<file path="src/mpCycleCounter.sv">
// Busy-cycle counter for measuring operation latency
`default_nettype none

module mpCycleCounter (
  input  logic        clk,
  input  logic        rst,
  input  logic        start,
  input  logic        busy,
  output logic [31:0] cycles
);

  always_ff @(posedge clk)
  begin
    if (rst)
      cycles <= '0;
    else if (start && !busy)
      cycles <= '0;  // Start is only accepted while idle
    else if (busy)
      cycles <= cycles + 32'd1;
  end

endmodule

`default_nettype wire

</file>
<file path="config.mk">
export PLATFORM = sky130hd
export DESIGN_NAME = mpCycleCounter
export DESIGN_NICKNAME = d
export VERILOG_FILES = /design/src/mpCycleCounter.sv
export SDC_FILE = /design/constraint.sdc
export NUM_CORES = 1
export LEC_CHECK = 0
export ABC_AREA = 1
export BUFFER_PORTS_ARGS = -buffer_cell sky130_fd_sc_hd__buf_4
export CORE_UTILIZATION = 45
export DETAILED_ROUTE_END_ITERATION = 16
export PLACE_DENSITY = 0.67
export SLEW_MARGIN = 20
export SYNTH_ARGS = -nofsm -noshare
export SYNTH_HDL_FRONTEND = slang
export SYNTH_SLANG_ARGS = --single-unit
</file>
<file path="constraint.sdc">
create_clock -name clk -period 1.5 [get_ports clk]
set_input_delay 0 -clock clk [delete_from_list [all_inputs] [get_ports clk]]
set_output_delay 0 -clock clk [all_outputs]
set_load 0.005 [all_outputs]
</file>
# Word level (Yosys, flattened, before mapping)
# Cells that the tools add are included.
word_totals:
  output_inout_bits: 32
  wordCells: 5
  ff_bits: 32
op_classes:
  addsub: 1
  reduce_logical: 3
op_table:
  columns: ["cell", "n"]
  rows:
  - ["$add 32x1->32 const B", 1]
  - ["$reduce_or 2->1", 1]
  - ["$logic_and 1x1->1", 1]
  - ["$logic_not 1->1", 1]

# Logic depth before layout (Yosys ltp)
logic_depth:
  ltp_word: 3
  depth_mapped: 9

# Worst setup path before layout
# OpenSTA, ideal clock, no wires.
synth_timing:
  path_type: "reg-to-reg"
  from: "reg cycles[0]"
  to: "reg cycles[24]"
  required_time_ns: 1.385
  path_stages_with_launch: 9
  setup_slack_ns: 0.183
  path_buffers: 0
  arrival_time_ns: 1.202
  path_cell_list: "dfxtp_1 ha_1 nand2_2 nor2_4 nand3_2 nor2_4 nand3_1 nand2_1 nor2_1"
synth_via:
  elab_chain_len: 1
synth_rtl:
  columns: ["element", "line_no", "source"]
  rows:
  - ["from (decl)", "9", "output logic [31:0] cycles"]
  - ["from (signal assigned)", "19", "cycles <= cycles + 32'd1;"]
  - ["$add 32x1->32", "19", null]
# No other way between the ends.
# A chain may end at the register's enable or synchronous reset.

# Final worst setup path
layout_timing:
  from: "in busy"
  to: "reg cycles[4]"
layout_via:
  elab_chain_len: 3
layout_rtl:
  columns: ["element", "line_no", "source"]
  rows:
  - ["from (decl)", "8", "input logic busy,"]
  - ["$logic_not 1->1", "16", "else if (start && !busy)"]
  - ["$logic_and 1x1->1", "16", null]
  - ["$reduce_or 2->1 (no line)", null, null]
# Parallel ways exist; a longest one is shown, timed or not.

==> impl_metrics.env <==
export IMPL_slew_violations=0
export IMPL_vias=1860
export IMPL_grt_use_total_pct=23.6
export IMPL_biggestRegsByFlops="cycles: 32 flops"
export IMPL_firstDrtPassIters=4
export IMPL_wire_per_inst_um=11.8
export IMPL_drt_total_wl_mm=4.49
export IMPL_syn_inst=281
export IMPL_cts_buffers=5
export IMPL_setup_tns_ns=0
export IMPL_status="finished, final reports clean"
export IMPL_cellPowerDensity_mw_per_mm2=691
export IMPL_portBuffers=35
export IMPL_antenna_found_initial=0
export IMPL_timing_hold_ws_ns=0.0272
export IMPL_avgSynthCellArea_um2=6.57
export IMPL_ios=36
export IMPL_power_leakage_uw=0.00107
export IMPL_ys_flop_type="dfxtp_1"
export IMPL_worstPathRequired_ns=1.73
export IMPL_tightest_slew_ns=0.315
export IMPL_ys_seq_area_share_pct=34.7
export IMPL_clk_pin_slew_ns=0.06
export IMPL_synthSimpleGateAreaFrac_pct=47.3
export IMPL_final_period_utilization_pct=91.4
export IMPL_die_w_um=66.1
export IMPL_ctsHtreeMaxLevel=2
export IMPL_synth_top_family_by_area="simple AND/OR/NAND/NOR gates"
export IMPL_ant_nets=0
export IMPL_nFillCells=382
export IMPL_coreArea_mm2=0.00380
export IMPL_synth_seq_cells=32
export IMPL_crit_path_start_kind="input pin"
export IMPL_tritoncts="yes"
export IMPL_nNetsFinal=336
export IMPL_gp_congestion=0.818
export IMPL_grt_max_degree=15
export IMPL_synthArstFlopShare_pct=0
export IMPL_grt_pass1_vias=1718
export IMPL_cts_sinks=32
export IMPL_drc=0
export IMPL_arrival_ns=1.60
export IMPL_drt_iter0_markers=100
export IMPL_cts_setup_buffers=0
export IMPL_hp_class="input pin to register"
export IMPL_largest_reg_flops=32
export IMPL_hpwl_mm=3.37
export IMPL_drive_gt1_share_pct=25.6
export IMPL_critical_path_class="input pin to register"
export IMPL_synth_distinct_cells=22
export IMPL_syn_area_mm2=0.00185
export IMPL_avgViaCountPerCell=4.89
export IMPL_clock_skew_ns=0.00406
export IMPL_grt_pass1_wl_mm=7.74
export IMPL_setup_violations=0
export IMPL_min_period_ns=1.37
export IMPL_layout_cells_most_common="nand2_1"
export IMPL_synthMuxAreaShare_pct=0
export IMPL_max_freq_mhz=730
export IMPL_finalHoldViolCount=0
export IMPL_synth_compound_area_share_pct=8.81
export IMPL_rows=22
export IMPL_clockBufferDepth=2
export IMPL_synthAdderAreaFrac_pct=0.678
export IMPL_overflow=0
export IMPL_register_area_um2=642
export IMPL_clock_root_buffer="clkbuf_8"
export IMPL_die_h_um=66.1
export IMPL_initial_utilization_pct=48.6
export IMPL_syn_num_nets=286
export IMPL_clk_latency_ns=0.29
export IMPL_top_register="cycles"
export IMPL_cp_end_kind="register"
export IMPL_n_antenna_cell=0
export IMPL_yosys_warnings=0
export IMPL_syn_to_final_growth_pct=28.2
export IMPL_dieArea_mm2=0.00436
export IMPL_final_cell_mix="nand2_1, nor2_1, buf_4, inv_1, dfxtp_1"
export IMPL_grt_setup_unrepaired="false"
export IMPL_slew_headroom_pct=79.0
export IMPL_max_cap_viol_count=0
export IMPL_synth_edf_count=0
export IMPL_synthXorXnorAreaFrac_pct=0
export IMPL_vdd_ir_drop_max_uv=461
export IMPL_cp_max_fo=14
export IMPL_multi_input_area_mm2=0.00108
==> path summary, 6_finish.rpt <==
path | slack (ns) | end | startpoint | cells after the start
max reg2reg | 0.13 | cycles[24] | cycles[1] | 8
min | 0.03 | cycles[24] | start | 4
min reg2reg | 0.49 | cycles[1] | cycles[1] | 2
max | 0.13 | cycles[4] | busy | 7
==> layer usage <==
metal / part of all wire, % / up-vias / global-route usage, %
met4: 1.4 / 0 / 7.98
met3: 4.6 / 5 / 6.72
met2: 44 / 38 / 37.4
met1: 50 / 826 / 30.5
met5: 0 / - / 0
li1: - / 991 / -
==> cell families after synthesis <==
kind of cell,count (synthesis)
DFF,32
and+or+nand+nor,176
AOI/OAI and AO/OA,32
buffers and inverters,40
adders and majority gates,1
==> through the flow <==
stage / setup slack (ns) / area (um2) / total power, uW / cells / util (%)
2_1_floorplan: 0.183 / 1850 / 920 / 281 / -
3_3_place_gp: 0.129 / 2230 / 947 / 370 / 58.6
3_5_place_dp: 0.0864 / 2230 / 948 / 370 / 58.6
4_1_cts: 0.0602 / 2340 / 1640 / 380 / 61.5
5_1_grt: 0.00525 / 2370 / 1680 / 380 / 62.3
6_report: 0.129 / 2370 / 1640 / 380 / 62.3
==> cells in the mapped netlist (2+ instances only) <==
master | number | share of area [%]
nand3_1 | 23 | 6.2
nor2_8 | 3 | 3.3
and2_1 | 2 | 0.68
a21oi_1 | 22 | 6.0
nand4_1 | 9 | 3.0
inv_1 | 35 | 7.1
nor2_4 | 5 | 3.0
o21ai_0 | 9 | 2.4
nand3_2 | 4 | 2.2
dfxtp_1 | 32 | 35
buf_2 | 3 | 0.81
nor2_1 | 49 | 10
nand2_1 | 65 | 13
nor2_2 | 6 | 2.0
nand2_2 | 7 | 2.4
==> repair_timing <==
action | 4_1_cts | 5_1_grt
gates resized for setup | 0 | 9
hold buffers | 2 | 0
setup endpoints to repair | 0 | 13
hold endpoints to repair | 4 | 0
==> report_power, final <==
group | leakage (uW) | internal (uW) | switching, uW
clock network | 0.0000455 | 374 | 328
registers | 0.000258 | 853 | 2.80
logic | 0.000762 | 32.4 | 45.1
==> area by class of cell <==
class,count,share of cell area [%]
Tap cell,48,2.54
Multi-Input combinational cell,209,45.7
Sequential cell,32,27.1
Clock buffer,8,3.81
Inverter,36,5.71
Timing Repair Buffer,47,15.1
==> critical path, stage by stage <==
cell and delay (ns):
dlygate4sd3_1 0.53, buf_4 0.17, inv_2 0.09, a21oi_2 0.30, buf_4 0.27, o21ai_0 0.12, nor2_1 0.11
(Power assumes the default switching activity.)
