[config.mk]
export PLATFORM = sky130hd
export DESIGN_NAME = mpAxiLiteSlave_flat
export DESIGN_NICKNAME = d
export VERILOG_FILES = /design/src/mpRegIf.sv /design/src/mpAxiLiteSlave.sv /design/src/flat_wrapper.sv
export VERILOG_INCLUDE_DIRS = /design/src
export SDC_FILE = /design/constraint.sdc
export NUM_CORES = 1
export LEC_CHECK = 0
export BUFFER_PORTS_ARGS = -buffer_cell sky130_fd_sc_hd__clkbuf_2
export CAP_MARGIN = 10
export CELL_PAD_IN_SITES_DETAIL_PLACEMENT = 1
export CELL_PAD_IN_SITES_GLOBAL_PLACEMENT = 1
export CORE_ASPECT_RATIO = 0.9
export CORE_MARGIN = 2
export CORE_UTILIZATION = 13
export DETAILED_ROUTE_END_ITERATION = 7
export GPL_TIMING_DRIVEN = 0
export PLACE_DENSITY_LB_ADDON = 0.25
export SLEW_MARGIN = 10
export SYNTH_ARGS = -nofsm -noshare
export SYNTH_HDL_FRONTEND = slang
export SYNTH_SLANG_ARGS = --single-unit
[constraint.sdc]
create_clock -name clk -period 2.4 [get_ports clk]
set_input_delay 0.48 -clock clk [delete_from_list [all_inputs] [get_ports clk]]
set_output_delay 0.48 -clock clk [all_outputs]
set_load 0.02 [all_outputs]
[src/mp_params.svh]
// Operand width, limb width, bus address width and register map macros
`ifndef MP_PARAMS_SVH
`define MP_PARAMS_SVH

`define MP_WIDTH       1027
`define MP_ADD_WIDTH   (`MP_WIDTH + 1)
`define MP_LIMB        64
`define MP_WORDS       33
`define MP_ADDR_W      12

`define MP_REG_CTRL    12'h000
`define MP_REG_STATUS  12'h004
`define MP_REG_CYCLES  12'h008
`define MP_BASE_A      12'h100
`define MP_BASE_B      12'h200
`define MP_BASE_MNEG   12'h300
`define MP_BASE_RES    12'h400

`endif

[src/mpRegIf.sv]
// Register access interface between the bus slave and the operand bank
`default_nettype none
`include "mp_params.svh"

interface mpRegIf;

  logic                   wrEn;
  logic [`MP_ADDR_W-1:0]  wrAddr;
  logic [31:0]            wrData;
  logic                   rdEn;
  logic [`MP_ADDR_W-1:0]  rdAddr;
  logic [31:0]            rdData;  // Valid one cycle after rdEn

  modport master (output wrEn, wrAddr, wrData, rdEn, rdAddr, input rdData);
  modport target (input wrEn, wrAddr, wrData, rdEn, rdAddr, output rdData);

endinterface

`default_nettype wire

[src/mpAxiLiteSlave.sv]
// AXI4-Lite slave turning bus transfers into register accesses and start strobes
`default_nettype none
`include "mp_params.svh"

module mpAxiLiteSlave (
  input  logic                  clk,
  input  logic                  rst,
  input  logic [`MP_ADDR_W-1:0] AWADDR,
  input  logic                  AWVALID,
  output logic                  AWREADY,
  input  logic [31:0]           WDATA,
  input  logic [3:0]            WSTRB,    // Full-word writes only
  input  logic                  WVALID,
  output logic                  WREADY,
  output logic [1:0]            BRESP,
  output logic                  BVALID,
  input  logic                  BREADY,
  input  logic [`MP_ADDR_W-1:0] ARADDR,
  input  logic                  ARVALID,
  output logic                  ARREADY,
  output logic [31:0]           RDATA,
  output logic [1:0]            RRESP,
  output logic                  RVALID,
  input  logic                  RREADY,
  mpRegIf.master                regs,
  output logic                  start
);

  localparam logic [`MP_ADDR_W-1:0] RegCtrl = `MP_REG_CTRL;

  logic wrAccept;  // One-cycle pulse on AW and W together
  logic rdAccept;

  always_ff @(posedge clk)
  begin
    if (rst)
    begin
      wrAccept <= 1'b0;
      BVALID   <= 1'b0;
    end
    else
    begin
      wrAccept <= AWVALID && WVALID && !BVALID && !wrAccept;
      if (wrAccept)
        BVALID <= 1'b1;
      else if (BREADY)
        BVALID <= 1'b0;
    end
  end

  always_ff @(posedge clk)
  begin
    if (rst)
    begin
      rdAccept <= 1'b0;
      RVALID   <= 1'b0;
    end
    else
    begin
      rdAccept <= ARVALID && !RVALID && !rdAccept;
      if (rdAccept)
        RVALID <= 1'b1;  // Bank data registered by now
      else if (RREADY)
        RVALID <= 1'b0;
    end
  end

  assign AWREADY = wrAccept;
  assign WREADY  = wrAccept;
  assign BRESP   = 2'b00;
  assign ARREADY = rdAccept;
  assign RRESP   = 2'b00;
  assign RDATA   = regs.rdData;

  assign regs.wrEn   = wrAccept;
  assign regs.wrAddr = AWADDR;
  assign regs.wrData = WDATA;
  assign regs.rdEn   = rdAccept;
  assign regs.rdAddr = ARADDR;

  assign start = wrAccept && (AWADDR == RegCtrl) && WDATA[0];

endmodule

`default_nettype wire

[src/flat_wrapper.sv]
// flat-port wrapper written by rule: the top's interface ports become plain ports
module mpAxiLiteSlave_flat 
  (clk, rst, AWADDR, AWVALID, AWREADY, WDATA, WSTRB, WVALID, WREADY, BRESP, BVALID, BREADY, ARADDR, ARVALID, ARREADY, RDATA, RRESP, RVALID, RREADY, start, regs_wrEn, regs_wrAddr, regs_wrData, regs_rdEn, regs_rdAddr, regs_rdData);
  mpRegIf regs_i ();
  input  logic clk;
  input  logic rst;
  input  logic [`MP_ADDR_W-1:0] AWADDR;
  input  logic AWVALID;
  output logic AWREADY;
  input  logic [31:0] WDATA;
  input  logic [3:0] WSTRB;
  input  logic WVALID;
  output logic WREADY;
  output logic [1:0] BRESP;
  output logic BVALID;
  input  logic BREADY;
  input  logic [`MP_ADDR_W-1:0] ARADDR;
  input  logic ARVALID;
  output logic ARREADY;
  output logic [31:0] RDATA;
  output logic [1:0] RRESP;
  output logic RVALID;
  input  logic RREADY;
  output logic start;
  output wire logic [$bits(regs_i.wrEn)-1:0] regs_wrEn;
  output wire logic [$bits(regs_i.wrAddr)-1:0] regs_wrAddr;
  output wire logic [$bits(regs_i.wrData)-1:0] regs_wrData;
  output wire logic [$bits(regs_i.rdEn)-1:0] regs_rdEn;
  output wire logic [$bits(regs_i.rdAddr)-1:0] regs_rdAddr;
  input wire logic [$bits(regs_i.rdData)-1:0] regs_rdData;
  assign regs_wrEn = regs_i.wrEn;
  assign regs_wrAddr = regs_i.wrAddr;
  assign regs_wrData = regs_i.wrData;
  assign regs_rdEn = regs_i.rdEn;
  assign regs_rdAddr = regs_i.rdAddr;
  assign regs_i.rdData = regs_rdData;
  mpAxiLiteSlave u_core (.clk(clk), .rst(rst), .AWADDR(AWADDR), .AWVALID(AWVALID), .AWREADY(AWREADY), .WDATA(WDATA), .WSTRB(WSTRB), .WVALID(WVALID), .WREADY(WREADY), .BRESP(BRESP), .BVALID(BVALID), .BREADY(BREADY), .ARADDR(ARADDR), .ARVALID(ARVALID), .ARREADY(ARREADY), .RDATA(RDATA), .RRESP(RRESP), .RVALID(RVALID), .RREADY(RREADY), .regs(regs_i), .start(start));
endmodule
# Yosys cells after proc, flatten, opt, wreduce, memory -nomap -nowiden
# Cells that the tools add are included.
# op_classes
n_mux,4
reduce_logical,14
# ops
op,n
12-bit zero test,1
1-bit logical AND,7
1-bit zero test,4
1-bit two-way mux,4
2-bit nonzero test,2
# totals
ff_bits,4
inputBits,99
wordCells,22
output_inout_bits,100

# Logic depth before layout (Yosys ltp)
# depth
ltp_word,3
mapped_depth,2
ltp_nobuf,2

# Worst setup path after synthesis
# No wires, ideal clock.
# synth_timing
path_type,input to output
startpoint,input AWADDR[5]
endpoint,output start
path_stages,2
arrival_ps,1048
setup_slack_ps,872
n_path_buf,0
path_cell_list,nor4b_1 and4_1
# synth_between
elab_chain_cells,3
# synth_rtl
element,line,text
"start, declared",flat_wrapper.sv:7,input logic [`MP_ADDR_W-1:0] AWADDR;
12-bit zero test,mpAxiLiteSlave.sv:81,assign start = wrAccept && (AWADDR == RegCtrl) && WDATA[0];
1-bit logical AND (2 in series),mpAxiLiteSlave.sv:81,
"end, declared",flat_wrapper.sv:24,output logic start;
# No other way between the ends.

# Worst setup path in the final report
# layout_timing
startpoint,input AWADDR[9]
endpoint,output start
# The elaborated chain is that of the path after synthesis.

==> results.yml <==
die:
  dieArea_sq_mm: 0.00746
  die_h_um: 82.1
  io_pins: 199
  initial_core_util_pct: 13.4
  core_sq_mm: 0.00659
  num_rows: 28
  dieWidth_um: 90.8
cts:
  clk_path_buf_depth: 2
  path_clk_slew_ns: 0.03
  clock_sinks: 4
  cts_setup_buffers: 0
  ctsHoldBuffers: 0
  htree_levels: 1
  cts_tree: "done"
  cts_buffers: 3
  root_buffer: "clkbuf_8"
  worstSkewPairLatency_ns: 0.21
  cts_resized: 0
logic_synthesis:
  synth.top_cell.area_share_pct: 80.9
  syn_avg_cell_area_sq_um: 7.74
  synthCells: 114
  synth_area_leaders: "buf_4 (81%), dfxtp_1 (9.1%), nor4b_1 (3.0%)"
  synth_area_sq_um: 882
  synth_top_area_cell: "buf_4"
  yosysWarnings: 0
  yosysSeqAreaShare_pct: 9.08
  yosys_register_bits: 4
  yosysUniqueCellTypes: 11
cells_and_area:
  area_growth_pct: 84.0
  fillCellCount: 862
  finalInstanceArea_sq_mm: 0.00162
  finalNonFillerCells: 325
  final_core_util_pct: 24.6
  drive_above_1_share_pct: 90.6
  diodes: 0
  nets: 336
hold_path:
  min_path_type: "register to register"
drt:
  via_count: 1023
  drt_wl_total_mm: 2.91
  first_pass_iters: 2
  via_per_inst: 3.15
  drc: 0
  drt_iter0_drc: 13
  avgRoutedWirePerCell_um: 8.96
  ant_nets: 0
placed_design:
  placed_cell_area_sq_mm: 0.00158
  io_buffers: 115
  dp_cells: 322
  place_congestion: 0.634
setup_path:
  worstPathMaxFanout: 2
  ff2ff_setup_slack_ns: 1.70
  worst_setup_path_end_kind: "output pin"
  worst_setup_path_start_kind: "input pin"
  cp.arrival_ns: 1.29
  crit_required_ns: 1.92
  path_class: "input pin to output pin"
timing:
  max_freq_ghz: 0.566
  fin_crit_ns: 1.77
  finalCritPeriodShare_pct: 73.6
  finClkSkew_ns: 0.0000965
  setup_tns_ns: 0
  hold_viol_final: 0
  finalSetupViolCount: 0
  drv_slew: 0
  rsz0062_at_grt: "no"
power_and_ir_drop:
  ir_worst_vdd_uv: 207
  leakagePower_nw: 1.03
  p_per_area_mw_per_mm2: 335
global_route:
  globalRouteOverflowTotal: 0
  grt_pass1_wl_mm: 3.84
  grt_pass1_vias: 834
  antenna_found_initial: 0
  track_usage_pct: 6.09
  grt_max_degree: 7
run:
  max_cap_violations: 0
status:
  outcome: "completed"
## synth_stat cells
cell type	number
nand2b_1	2
conb_1	1
and4_1	1
dfxtp_1	4
buf_4	95
a21oi_1	2
nor2_1	1
nor4_1	2
nor4b_1	3
inv_1	2
nand2_1	1
## layout make-up
type	instances	area (sq um)	area share, %
tap	90	113	6.94
timing repair buffer	115	576	35.5
multi-input combinational	16	92.6	5.71
buffer	95	713	43.9
clock buffer	3	41.3	2.54
sequential	4	80.1	4.93
inverter	2	7.51	0.463
## cell families after synthesis
family,Yosys count,synth area share (%)
and+or+nand+nor,10,7.66
buffers and inverters,97,81.7
DFF,4,9.08
AOI/OAI and AO/OA,2,1.13
other,1,0.425
## state kept, by name, summed over array words and instances, names as in the netlist
register and flops:
u_core.AWREADY 1, u_core.BVALID 1, u_core.ARREADY 1, u_core.RVALID 1
## per-stage QoR
| stage | hold slack (ns) | setup slack [ns] | total power [mW] |
|---|---|---|---|
| 6_report | 0.451 | 0.634 | 0.544 |
| 5_1_grt | 0.490 | 0.554 | 0.577 |
| 4_1_cts | 0.456 | 0.620 | 0.552 |
| 3_5_place_dp | 0.452 | 0.619 | 0.413 |
| 3_3_place_gp | 0.446 | 0.631 | 0.409 |
| 2_1_floorplan | 0.539 | 0.872 | 0.314 |
## placed cells by master (no fill, tap or decap)
| cell type | instances |
|---|---|
| inv_1 | 2 |
| nor4b_1 | 3 |
| nor2_1 | 1 |
| clkbuf_8 | 3 |
| nor4_1 | 2 |
| a21oi_1 | 2 |
| and4_1 | 1 |
| conb_1 | 4 |
| dfxtp_1 | 4 |
| nand2b_1 | 2 |
| clkbuf_2 | 115 |
| buf_4 | 95 |
| nand2_1 | 1 |
## worst paths after layout
check | end | depth (start not counted) | from
worst max-delay path | start | 4 | AWADDR[9]
worst min register to register | u_core.AWREADY$_SDFF_PP0_ | 1 | u_core.BVALID$_SDFFE_PP0P_
worst max register to register | u_core.AWREADY$_SDFF_PP0_ | 1 | u_core.AWREADY$_SDFF_PP0_
worst min-delay path | u_core.AWREADY$_SDFF_PP0_ | 1 | u_core.BVALID$_SDFFE_PP0P_
## power by group
group / leakage [nW] / internal, mW / switching, mW
Combinational: 0.975 / 0.164 / 0.171
Clock: 0.0216 / 0.107 / 0.0299
Sequential: 0.0328 / 0.0704 / 0.00346
## layer usage
layer / vias up / share of wire (%) / track usage, %
met5: - / 0 / 0
met4: 0 / 0 / 1.36
met3: 0 / 13 / 2.27
met2: 82 / 59 / 12.6
met1: 442 / 27 / 5.81
li1: 499 / - / -
## critical path, stage by stage
cell,delay [ns]
clkbuf_2,0.09
nor4_1,0.32
and4_1,0.23
clkbuf_2,0.17
Note: power is estimated with default switching activity, not from simulation.
