==> src/mpAddPkg.sv <==
// Pass-select and controller state types for the modular adder
`default_nettype none

package mpAddPkg;

  // Operand pair presented to the adder
  typedef enum logic {
    PASS_SUM,
    PASS_REDUCE
  } addPass_e;

  typedef enum logic [2:0] {
    IDLE,
    SUM,
    WAIT_SUM,
    REDUCE,
    WAIT_REDUCE
  } ctrlState_e;

endpackage

`default_nettype wire

==> src/mpAddCtrl.sv <==
// Controller FSM sequencing the sum and reduce passes and the done flag
`default_nettype none

module mpAddCtrl
  import mpAddPkg::*;
(
  input  logic     clk,
  input  logic     rst,
  input  logic     start,
  input  logic     validOut,
  output addPass_e pass,
  output logic     validIn,
  output logic     captureT,
  output logic     commitResult,
  output logic     busy,
  output logic     done
);

  ctrlState_e state;
  ctrlState_e nextState;

  always_ff @(posedge clk)
  begin
    if (rst)
      state <= IDLE;
    else
      state <= nextState;
  end

  always_comb
  begin
    nextState = state;
    case (state)
      IDLE:        if (start) nextState = SUM;
      SUM:         nextState = WAIT_SUM;
      WAIT_SUM:    if (validOut) nextState = REDUCE;
      REDUCE:      nextState = WAIT_REDUCE;
      WAIT_REDUCE: if (validOut) nextState = IDLE;
      default:     nextState = IDLE;
    endcase
  end

  assign validIn      = (state == SUM) || (state == REDUCE);
  assign pass         = (state == REDUCE || state == WAIT_REDUCE) ? PASS_REDUCE : PASS_SUM;
  assign captureT     = (state == WAIT_SUM) && validOut;     // T = A + B
  assign commitResult = (state == WAIT_REDUCE) && validOut;  // U = T + MNEG
  assign busy         = (state != IDLE);

  always_ff @(posedge clk)
  begin
    if (rst)
      done <= 1'b0;
    else if (start && state == IDLE)
      done <= 1'b0;
    else if (commitResult)
      done <= 1'b1;  // Sticky until next accepted start
  end

endmodule

`default_nettype wire

==> config.mk <==
export PLATFORM = sky130hd
export DESIGN_NAME = mpAddCtrl
export DESIGN_NICKNAME = d
export VERILOG_FILES = /design/src/mpAddPkg.sv /design/src/mpAddCtrl.sv
export SDC_FILE = /design/constraint.sdc
export NUM_CORES = 1
export LEC_CHECK = 0
export ABC_CLOCK_PERIOD_IN_PS = 1320
export BUFFER_PORTS_ARGS = -buffer_cell sky130_fd_sc_hd__buf_2
export CORE_AREA = 2 2 39 41
export DETAILED_ROUTE_END_ITERATION = 12
export DIE_AREA = 0 0 41 43
export GPL_TIMING_DRIVEN = 0
export HOLD_SLACK_MARGIN = 0.03
export PLACE_DENSITY_LB_ADDON = 0.15
export SLEW_MARGIN = 25
export SYNTH_ARGS = -nofsm -noshare
export SYNTH_HDL_FRONTEND = slang
export SYNTH_SLANG_ARGS = --single-unit
==> constraint.sdc <==
create_clock -name clk -period 1.32 [get_ports clk]
set_input_delay 0.066 -clock clk [delete_from_list [all_inputs] [get_ports clk]]
set_output_delay 0.066 -clock clk [all_outputs]
set_load 0.01 [all_outputs]
After elaboration in Yosys (flattened, before gate mapping) --
Index checks and enable logic that the tools add are counted. Widths: inputs -> output; s select.
Storage, ports and cells: flip-flop bits (word level) 4, bits in latches 0, bits in writable memories 0, ROM bits 0, input bits 4, output and inout bits 6, logic and storage cells 23, memories kept 0
Operators by class: $add $sub $neg 0, $mul 0, div/mod/pow operators 0, magnitude comparators 0, equality and inequality tests 7, shift operators 0, muxes and demuxes 5, bitwise gates (word level) 0, reductions and logical operators 9
Operator list (number):
- $pmux 3 s5 | 1
- $mux 3 | 3
- $eq 3x2->1 const B | 2
- $ne 2x2->1 const B | 3
- $eq 3x1->1 const B | 1
- $eq 3x3->1 const B | 1
- $logic_and 1x1->1 | 3
- $logic_not 3->1 | 1
- $reduce_and 3->1 | 1
- $reduce_bool 3->1 | 1
- $logic_or 1x1->1 | 2
- $reduce_or 2->1 | 1
- $mux 1 | 1

Depth between registers and ports, before layout --
Gate-level depths: netlist of the first run.
depth in word-level cells 3, mapped depth 3, mapped depth without buffers 2

Worst setup path after synthesis of the first run --
OpenSTA, ideal clock, no wires.
path type reg-to-reg, start register state[0], end register done, setup time 0.103 ns, arrival time 1.111 ns, required time 1.217 ns, path slack 0.106 ns, stages on the path, launching flop included 4, buffers on the path 1, period minus slack after synthesis 1.214 ns, cell sequence dfxtp_1 > buf_6 > or3b_1 > a2111oi_2
On the way: cells in the longest elaborated chain, start to end 3, elaborated cells between the ends (all ways) 5, classes of those cells eq/ne (1); reduce/logical (4)
RTL lines:
- from (decl) | line mpAddCtrl.sv:19 | ctrlState_e state;
- from (signal assigned) | line mpAddCtrl.sv:27 | state <= nextState;
- $logic_not 3->1 | line mpAddCtrl.sv:53 | else if (start && state == IDLE)
- $logic_and 1x1->1 | line mpAddCtrl.sv:53
- $reduce_or 2->1 (no source line)
- to (signal assigned) | line mpAddCtrl.sv:52 | done <= 1'b0;
- to (signal assigned) | line mpAddCtrl.sv:54 | done <= 1'b0;
- to (signal assigned) | line mpAddCtrl.sv:56 | done <= 1'b1;
- to (decl) | line mpAddCtrl.sv:16 | output logic done
Several ways; a longest one is shown, not always the timed one. A chain may end at the register's enable or synchronous reset.

Final worst setup path of the first run --
start register state[0], end output commitResult
On the way: cells in the longest elaborated chain, start to end 2
RTL lines:
- $eq 3x3->1 | line mpAddCtrl.sv:46 | assign commitResult = (state == WAIT_REDUCE) && validOut;
- $logic_and 1x1->1 | line mpAddCtrl.sv:46
- to (decl) | line mpAddCtrl.sv:14 | output logic commitResult,
No other way between the ends.

==> results.toml, run 1 <==
[outcome]
status = "finished, violations left"
failed_checks = "setup timing"

[synth]
syn-cell-area_um2 = 234.0
synth.top_cells.by_area = "dfxtp_1 34%, or3b_1 7.5%, a2111oi_2 6.4%"
syn-num-nets = 31
yosysTopAreaCellShare_pct = 34.22
synth_cell_types = 18
synth-seq-cells = 4
yosysTopAreaCell = "dfxtp_1"
netlist_instances = 27
yosysWarnings = 0
yosysSeqAreaShare_pct = 34.22
postSynthAreaPerCell_um2 = 8.666

[hold_path]
hp-start = "rst"
holdCritPathClass = "in2reg"
hold_path_end = "state[2]"
hold_path_depth = 2

[sta]
period_share_pct = 100.3
drv_slew = 0
finalHoldViolCount = 0
setup_viol = 1
worst_slew_pin_slew_ps = 363.4
fin_tns_setup_ps = -3.463
fmax_mhz = 755.6
rsz0062_at_grt = "yes"
finClkSkew_ps = 1.784
hold_ws_ps = 49.10
fin_crit_ps = 1323
setup_ws_ps = -3.463
slew_headroom_pct = 75.44

[clock_network]
clockBufferDepth = 2
clkTransAtPathRegs_ps = 40
numCtsBuffers = 3
cts_hold_buffers = 0
htree_levels = 1
clkLatencyLatePin_ps = 230
cts-root-buf = "clkbuf_4"
clock-sinks = 4
cts_tree = "yes"

[setup_path]
worstReg2RegStart = "state[0]"
cp.arrival_ps = 1260
crit_required_ps = 1250
rr_endpoint = "done"
reg2reg_depth = 3
crit_fanout = 10
cp-start-kind = "register"
path_class = "reg2out"
cp-end-kind = "output port"
reg2reg_slack_ps = 120

[flow_run]
max_cap_violations = 0

[placed_design]
dp.cells = 52
place_congestion = 0.6971
port_buffers = 9
dp_slack_ps = 75.12
hpwl_um = 382

[floorplanning]
io_pins = 10
die_w_um = 41
core_area_um2 = 1384
start_util_pct = 16.91
die_h_um = 43
die_area_um2 = 1763
rows = 14

[global_routing]
grt_antenna_before_repair = 0
grt_use_total_pct = 8.342
grt_overflow = 0
grtUsageMet3_pct = 4.712
grt_max_degree = 11
use_met1_pct = 11.61
met2_usage_pct = 9.063
grt_first_pass_wirelength_um = 938
grt_pass1_vias = 218
grt-busiest-layer = "met1"

[layout]
antenna_cells = 0
drive_gt1_share_pct = 51.28
syn2layout_area_growth_pct = 44.39
finalNetCount = 45
final_common_cell = "buf_2"
final_cell_mix = "9 x buf_2, 3 x clkbuf_4"
instances_no_fill = 55

[route]
vias = 222
detail_route.wl_per_cell_um = 9.709
dr.pass1.iters = 2
drc = 0
antenna_left = 0
wirelength_um = 534
drtIter0Drc = 1
vias_per_cell = 4.036

[power]
irDropWorstVdd_uv = 330.3
p_per_area_nw_per_um2 = 1136
p_leak_nw = 0.1545
==> layer usage <==
layer | share of wire (%) | vias to the layer above
li1 | - | 118
met1 | 49 | 97
met2 | 46 | 7
met3 | 4.5 | 0
met4 | 0 | 0
met5 | 0 | -
==> power by group <==
group / internal (mW) / switching [mW]
registers: 0.132 / 0.0110
logic: 0.0441 / 0.0416
clock network: 0.102 / 0.0536
==> cell families after synthesis <==
logic type | share of synthesized area, %
simple gates | 37.44
buf+inv | 12.30
flops | 34.23
xor+xnor | 3.744
compound gates | 12.30
==> synth_stat cells <==
master     number
nor4b_1         1
nand2b_1        1
a2111oi_2       1
buf_2           2
buf_6           1
or3b_1          2
inv_1           2
a21oi_1         1
dfxtp_1         4
nand2_1         2
nor2_1          2
or4b_1          1
nor3_1          2
nand3b_1        1
a2111oi_0       1
xnor2_1         1
nor2b_1         1
or3_1           1
==> critical path, cell delays in order (launching register included) <==
cell	delay, ps
dfxtp_1	300
buf_6	130
or3b_4	380
nor2_2	100
buf_2	120
==> cell type report <==
class	count	area, um2
fillers	168	1046
multi-input cells	18	130.1
flip-flops and latches	4	82.58
repair buffers	10	52.55
clock buffers	3	22.52
plain buffers	2	22.52
well taps	16	20.02
inverters	2	7.507
==> registers in the layout, indices dropped and copies added, names as in the netlist <==
register / cells
state: 3
done: 1
==> timing repair <==
item	4_1_cts	5_1_grt
setup buffers	1	0
endpoints found under the setup margin	2	3
gates resized for setup	3	3
pin swaps	1	2
==> worst max path at each step <==
stage | to | start | slack [ps]
floorplan | done | state[0] | 110
global placement | done | state[1] | 70
detailed placement | done | state[0] | 80
CTS | commitResult | state[0] | 2
global route | commitResult | state[0] | -60
finish | commitResult | state[0] | -3
==> stage by stage <==
stage               cell area, um2  power, mW  utilization [%]
global route                 337.8     0.4175            24.41
finish                       337.8     0.3839            24.41
CTS                          331.6     0.3918            23.96
floorplan                    234.0     0.1995                -
global placement             299.0     0.2287            21.61
detailed placement           299.0     0.2297            21.61
(Power assumes the default switching activity.)
==> run 2, diff against run 1 <==
--- a/config.mk
+++ b/config.mk
@@ -13,6 +13,7 @@
 export GPL_TIMING_DRIVEN = 0
 export HOLD_SLACK_MARGIN = 0.03
 export PLACE_DENSITY_LB_ADDON = 0.15
+export REMOVE_ABC_BUFFERS = 1
 export SLEW_MARGIN = 25
 export SYNTH_ARGS = -nofsm -noshare
 export SYNTH_HDL_FRONTEND = slang
==> run 2 against run 1 <==
  * Critical endpoint unchanged
  * Utilization grew 0.63 points
  * Worst setup slack improved by 64 ps
  * Via count increased by 4.5%
  * Largest power group unchanged
  * Critical path type unchanged
  * Highest routed layer unchanged
  * The run now ends clean
  * Sequential share of layout area up 1.9 points
==> results.toml, run 2 (synthesis results as in run 1) <==
[placed_design]
dp.cells = 49
port_buffers = 9
placed_area_um2 = 277.8
dp_slack_ps = 74.39
place_congestion = 0.6859

[clock_network]
cts-root-buf = "clkbuf_4"
clock-sinks = 4
cts_tree = "yes"
clkTransAtPathRegs_ps = 30
clkLatencyLatePin_ps = 230
htree_levels = 1
clockBufferDepth = 2
cts_hold_buffers = 0
numCtsBuffers = 3

[sta]
fmax_mhz = 794.2
finClkSkew_ps = 3.429
fin_crit_ps = 1259
worst_slew_pin_slew_ps = 355.2
setup_viol = 0
period_share_pct = 95.39
setup_ws_ps = 60.87
rsz0062_at_grt = "no"
slew_headroom_pct = 75.71
finalHoldViolCount = 0
fin_tns_setup_ps = 0
drv_slew = 0
hold_ws_ps = 55.04

[global_routing]
grt_antenna_before_repair = 0
grt_overflow = 0
grt_first_pass_wirelength_um = 724
grt_max_degree = 11
grt_pass1_vias = 190
grt_use_total_pct = 6.426

[route]
drc = 0
drtIter0Drc = 2
vias = 232
wirelength_um = 568
vias_per_cell = 4.070
detail_route.wl_per_cell_um = 9.965
dr.pass1.iters = 2
antenna_left = 0

[hold_path]
holdCritPathClass = "in2reg"

[floorplanning]
die_w_um = 41
io_pins = 10
start_util_pct = 16.91
die_h_um = 43
die_area_um2 = 1763
core_area_um2 = 1384
rows = 14

[setup_path]
cp.arrival_ps = 1190
cp-end-kind = "output port"
critPathMaxStageDelay_ps = 390
cp_cell_sequence = "or3b_1 > nor2_1 > buf_2"
path_class = "reg2out"
crit_buf_inv = 1
crit_slowest_cell = "or3b_1"
crit_required_ps = 1250
cp-start-kind = "register"
path_delay_family = "simple AND/OR/NAND/NOR gates"
crit_fanout = 6

[power]
netSwitchingFraction_pct = 26.31
seqPwrFrac_pct = 37.5
p_sw_uw = 100.4
p_leak_nw = 0.1619
irDropWorstVdd_uv = 466.3
p_per_area_nw_per_um2 = 1100
power_frac_comb_pct = 23.7
clockPowerShare_pct = 38.9
p_int_uw = 281.0
finalPower_uw = 381.4

[layout]
post-route-util_pct = 25.05
fin_area_um2 = 346.6
drive_gt1_share_pct = 51.22
seqCellArea_um2 = 91.34
largest_reg_flops = 3
instances_no_fill = 57
antenna_cells = 0
syn2layout_area_growth_pct = 48.13
fillers = 164
final_common_cell = "buf_2"
top_register = "state"
multi_input_area_um2 = 125.1
final_cell_mix = "10 x buf_2, 4 x buf_4, 3 x clkbuf_4, 3 x dfxtp_4"
reg_top3 = "state: 3 flops, done: 1 flops"
finalNetCount = 47

[flow_run]
max_cap_violations = 0

[outcome]
status = "finished clean"
==> run 2: cell types whose count changed in the layout (fill, tap and decap cells not counted), sizes merged <==
cell,previous run,this run
buf,12,14
==> run 2: worst paths after layout <==
check                               from      endpoint  slack [ps]  cells past startpoint
worst min register to register  state[2]      state[1]         450                      1
worst max-delay path            state[1]  commitResult          60                      3
worst min-delay path                 rst      state[1]          60                      2
worst max register to register  state[1]      state[2]         110                      3
==> run 2: layout make-up <==
type / count / share of cell area, %
timing repair buffer: 14 / 23.10
tap: 16 / 5.776
sequential: 4 / 26.35
clock buffer: 3 / 6.498
inverter: 2 / 2.166
multi-input combinational: 18 / 36.10
==> run 2: per-layer routing <==
layer | global-route usage, % | wire, um
met1 | 7.074 | 256
met2 | 8.438 | 275
met3 | 6.283 | 36
met4 | 2.000 | 0
met5 | 0 | 0
==> run 2: power groups by stage <==
| stage | clock network, mW | logic (mW) | registers, mW |
|---|---|---|---|
| after floorplan | 0 | 0.0417 | 0.146 |
| after global placement | 0 | 0.0646 | 0.151 |
| after detailed placement | 0 | 0.0649 | 0.152 |
| after CTS | 0.157 | 0.0651 | 0.152 |
| after global routing | 0.166 | 0.0987 | 0.145 |
| final | 0.148 | 0.0902 | 0.143 |
==> run 2: worst reg2reg max path, delay by kind of cell (launching register included) <==
kind | cells | cell delay (ps)
and+or+nand+nor | 1 | 490
DFF | 1 | 350
AOI/OAI and AO/OA | 1 | 150
buffers and inverters | 1 | 140
==> run 2: timing repair <==
action | in CTS | in global routing
pin swaps | 0 | 2
buffers inserted | 0 | 5
endpoints found under the setup margin | 2 | 1
hold endpoints to repair | 0 | 0
gates resized for setup | 2 | 4
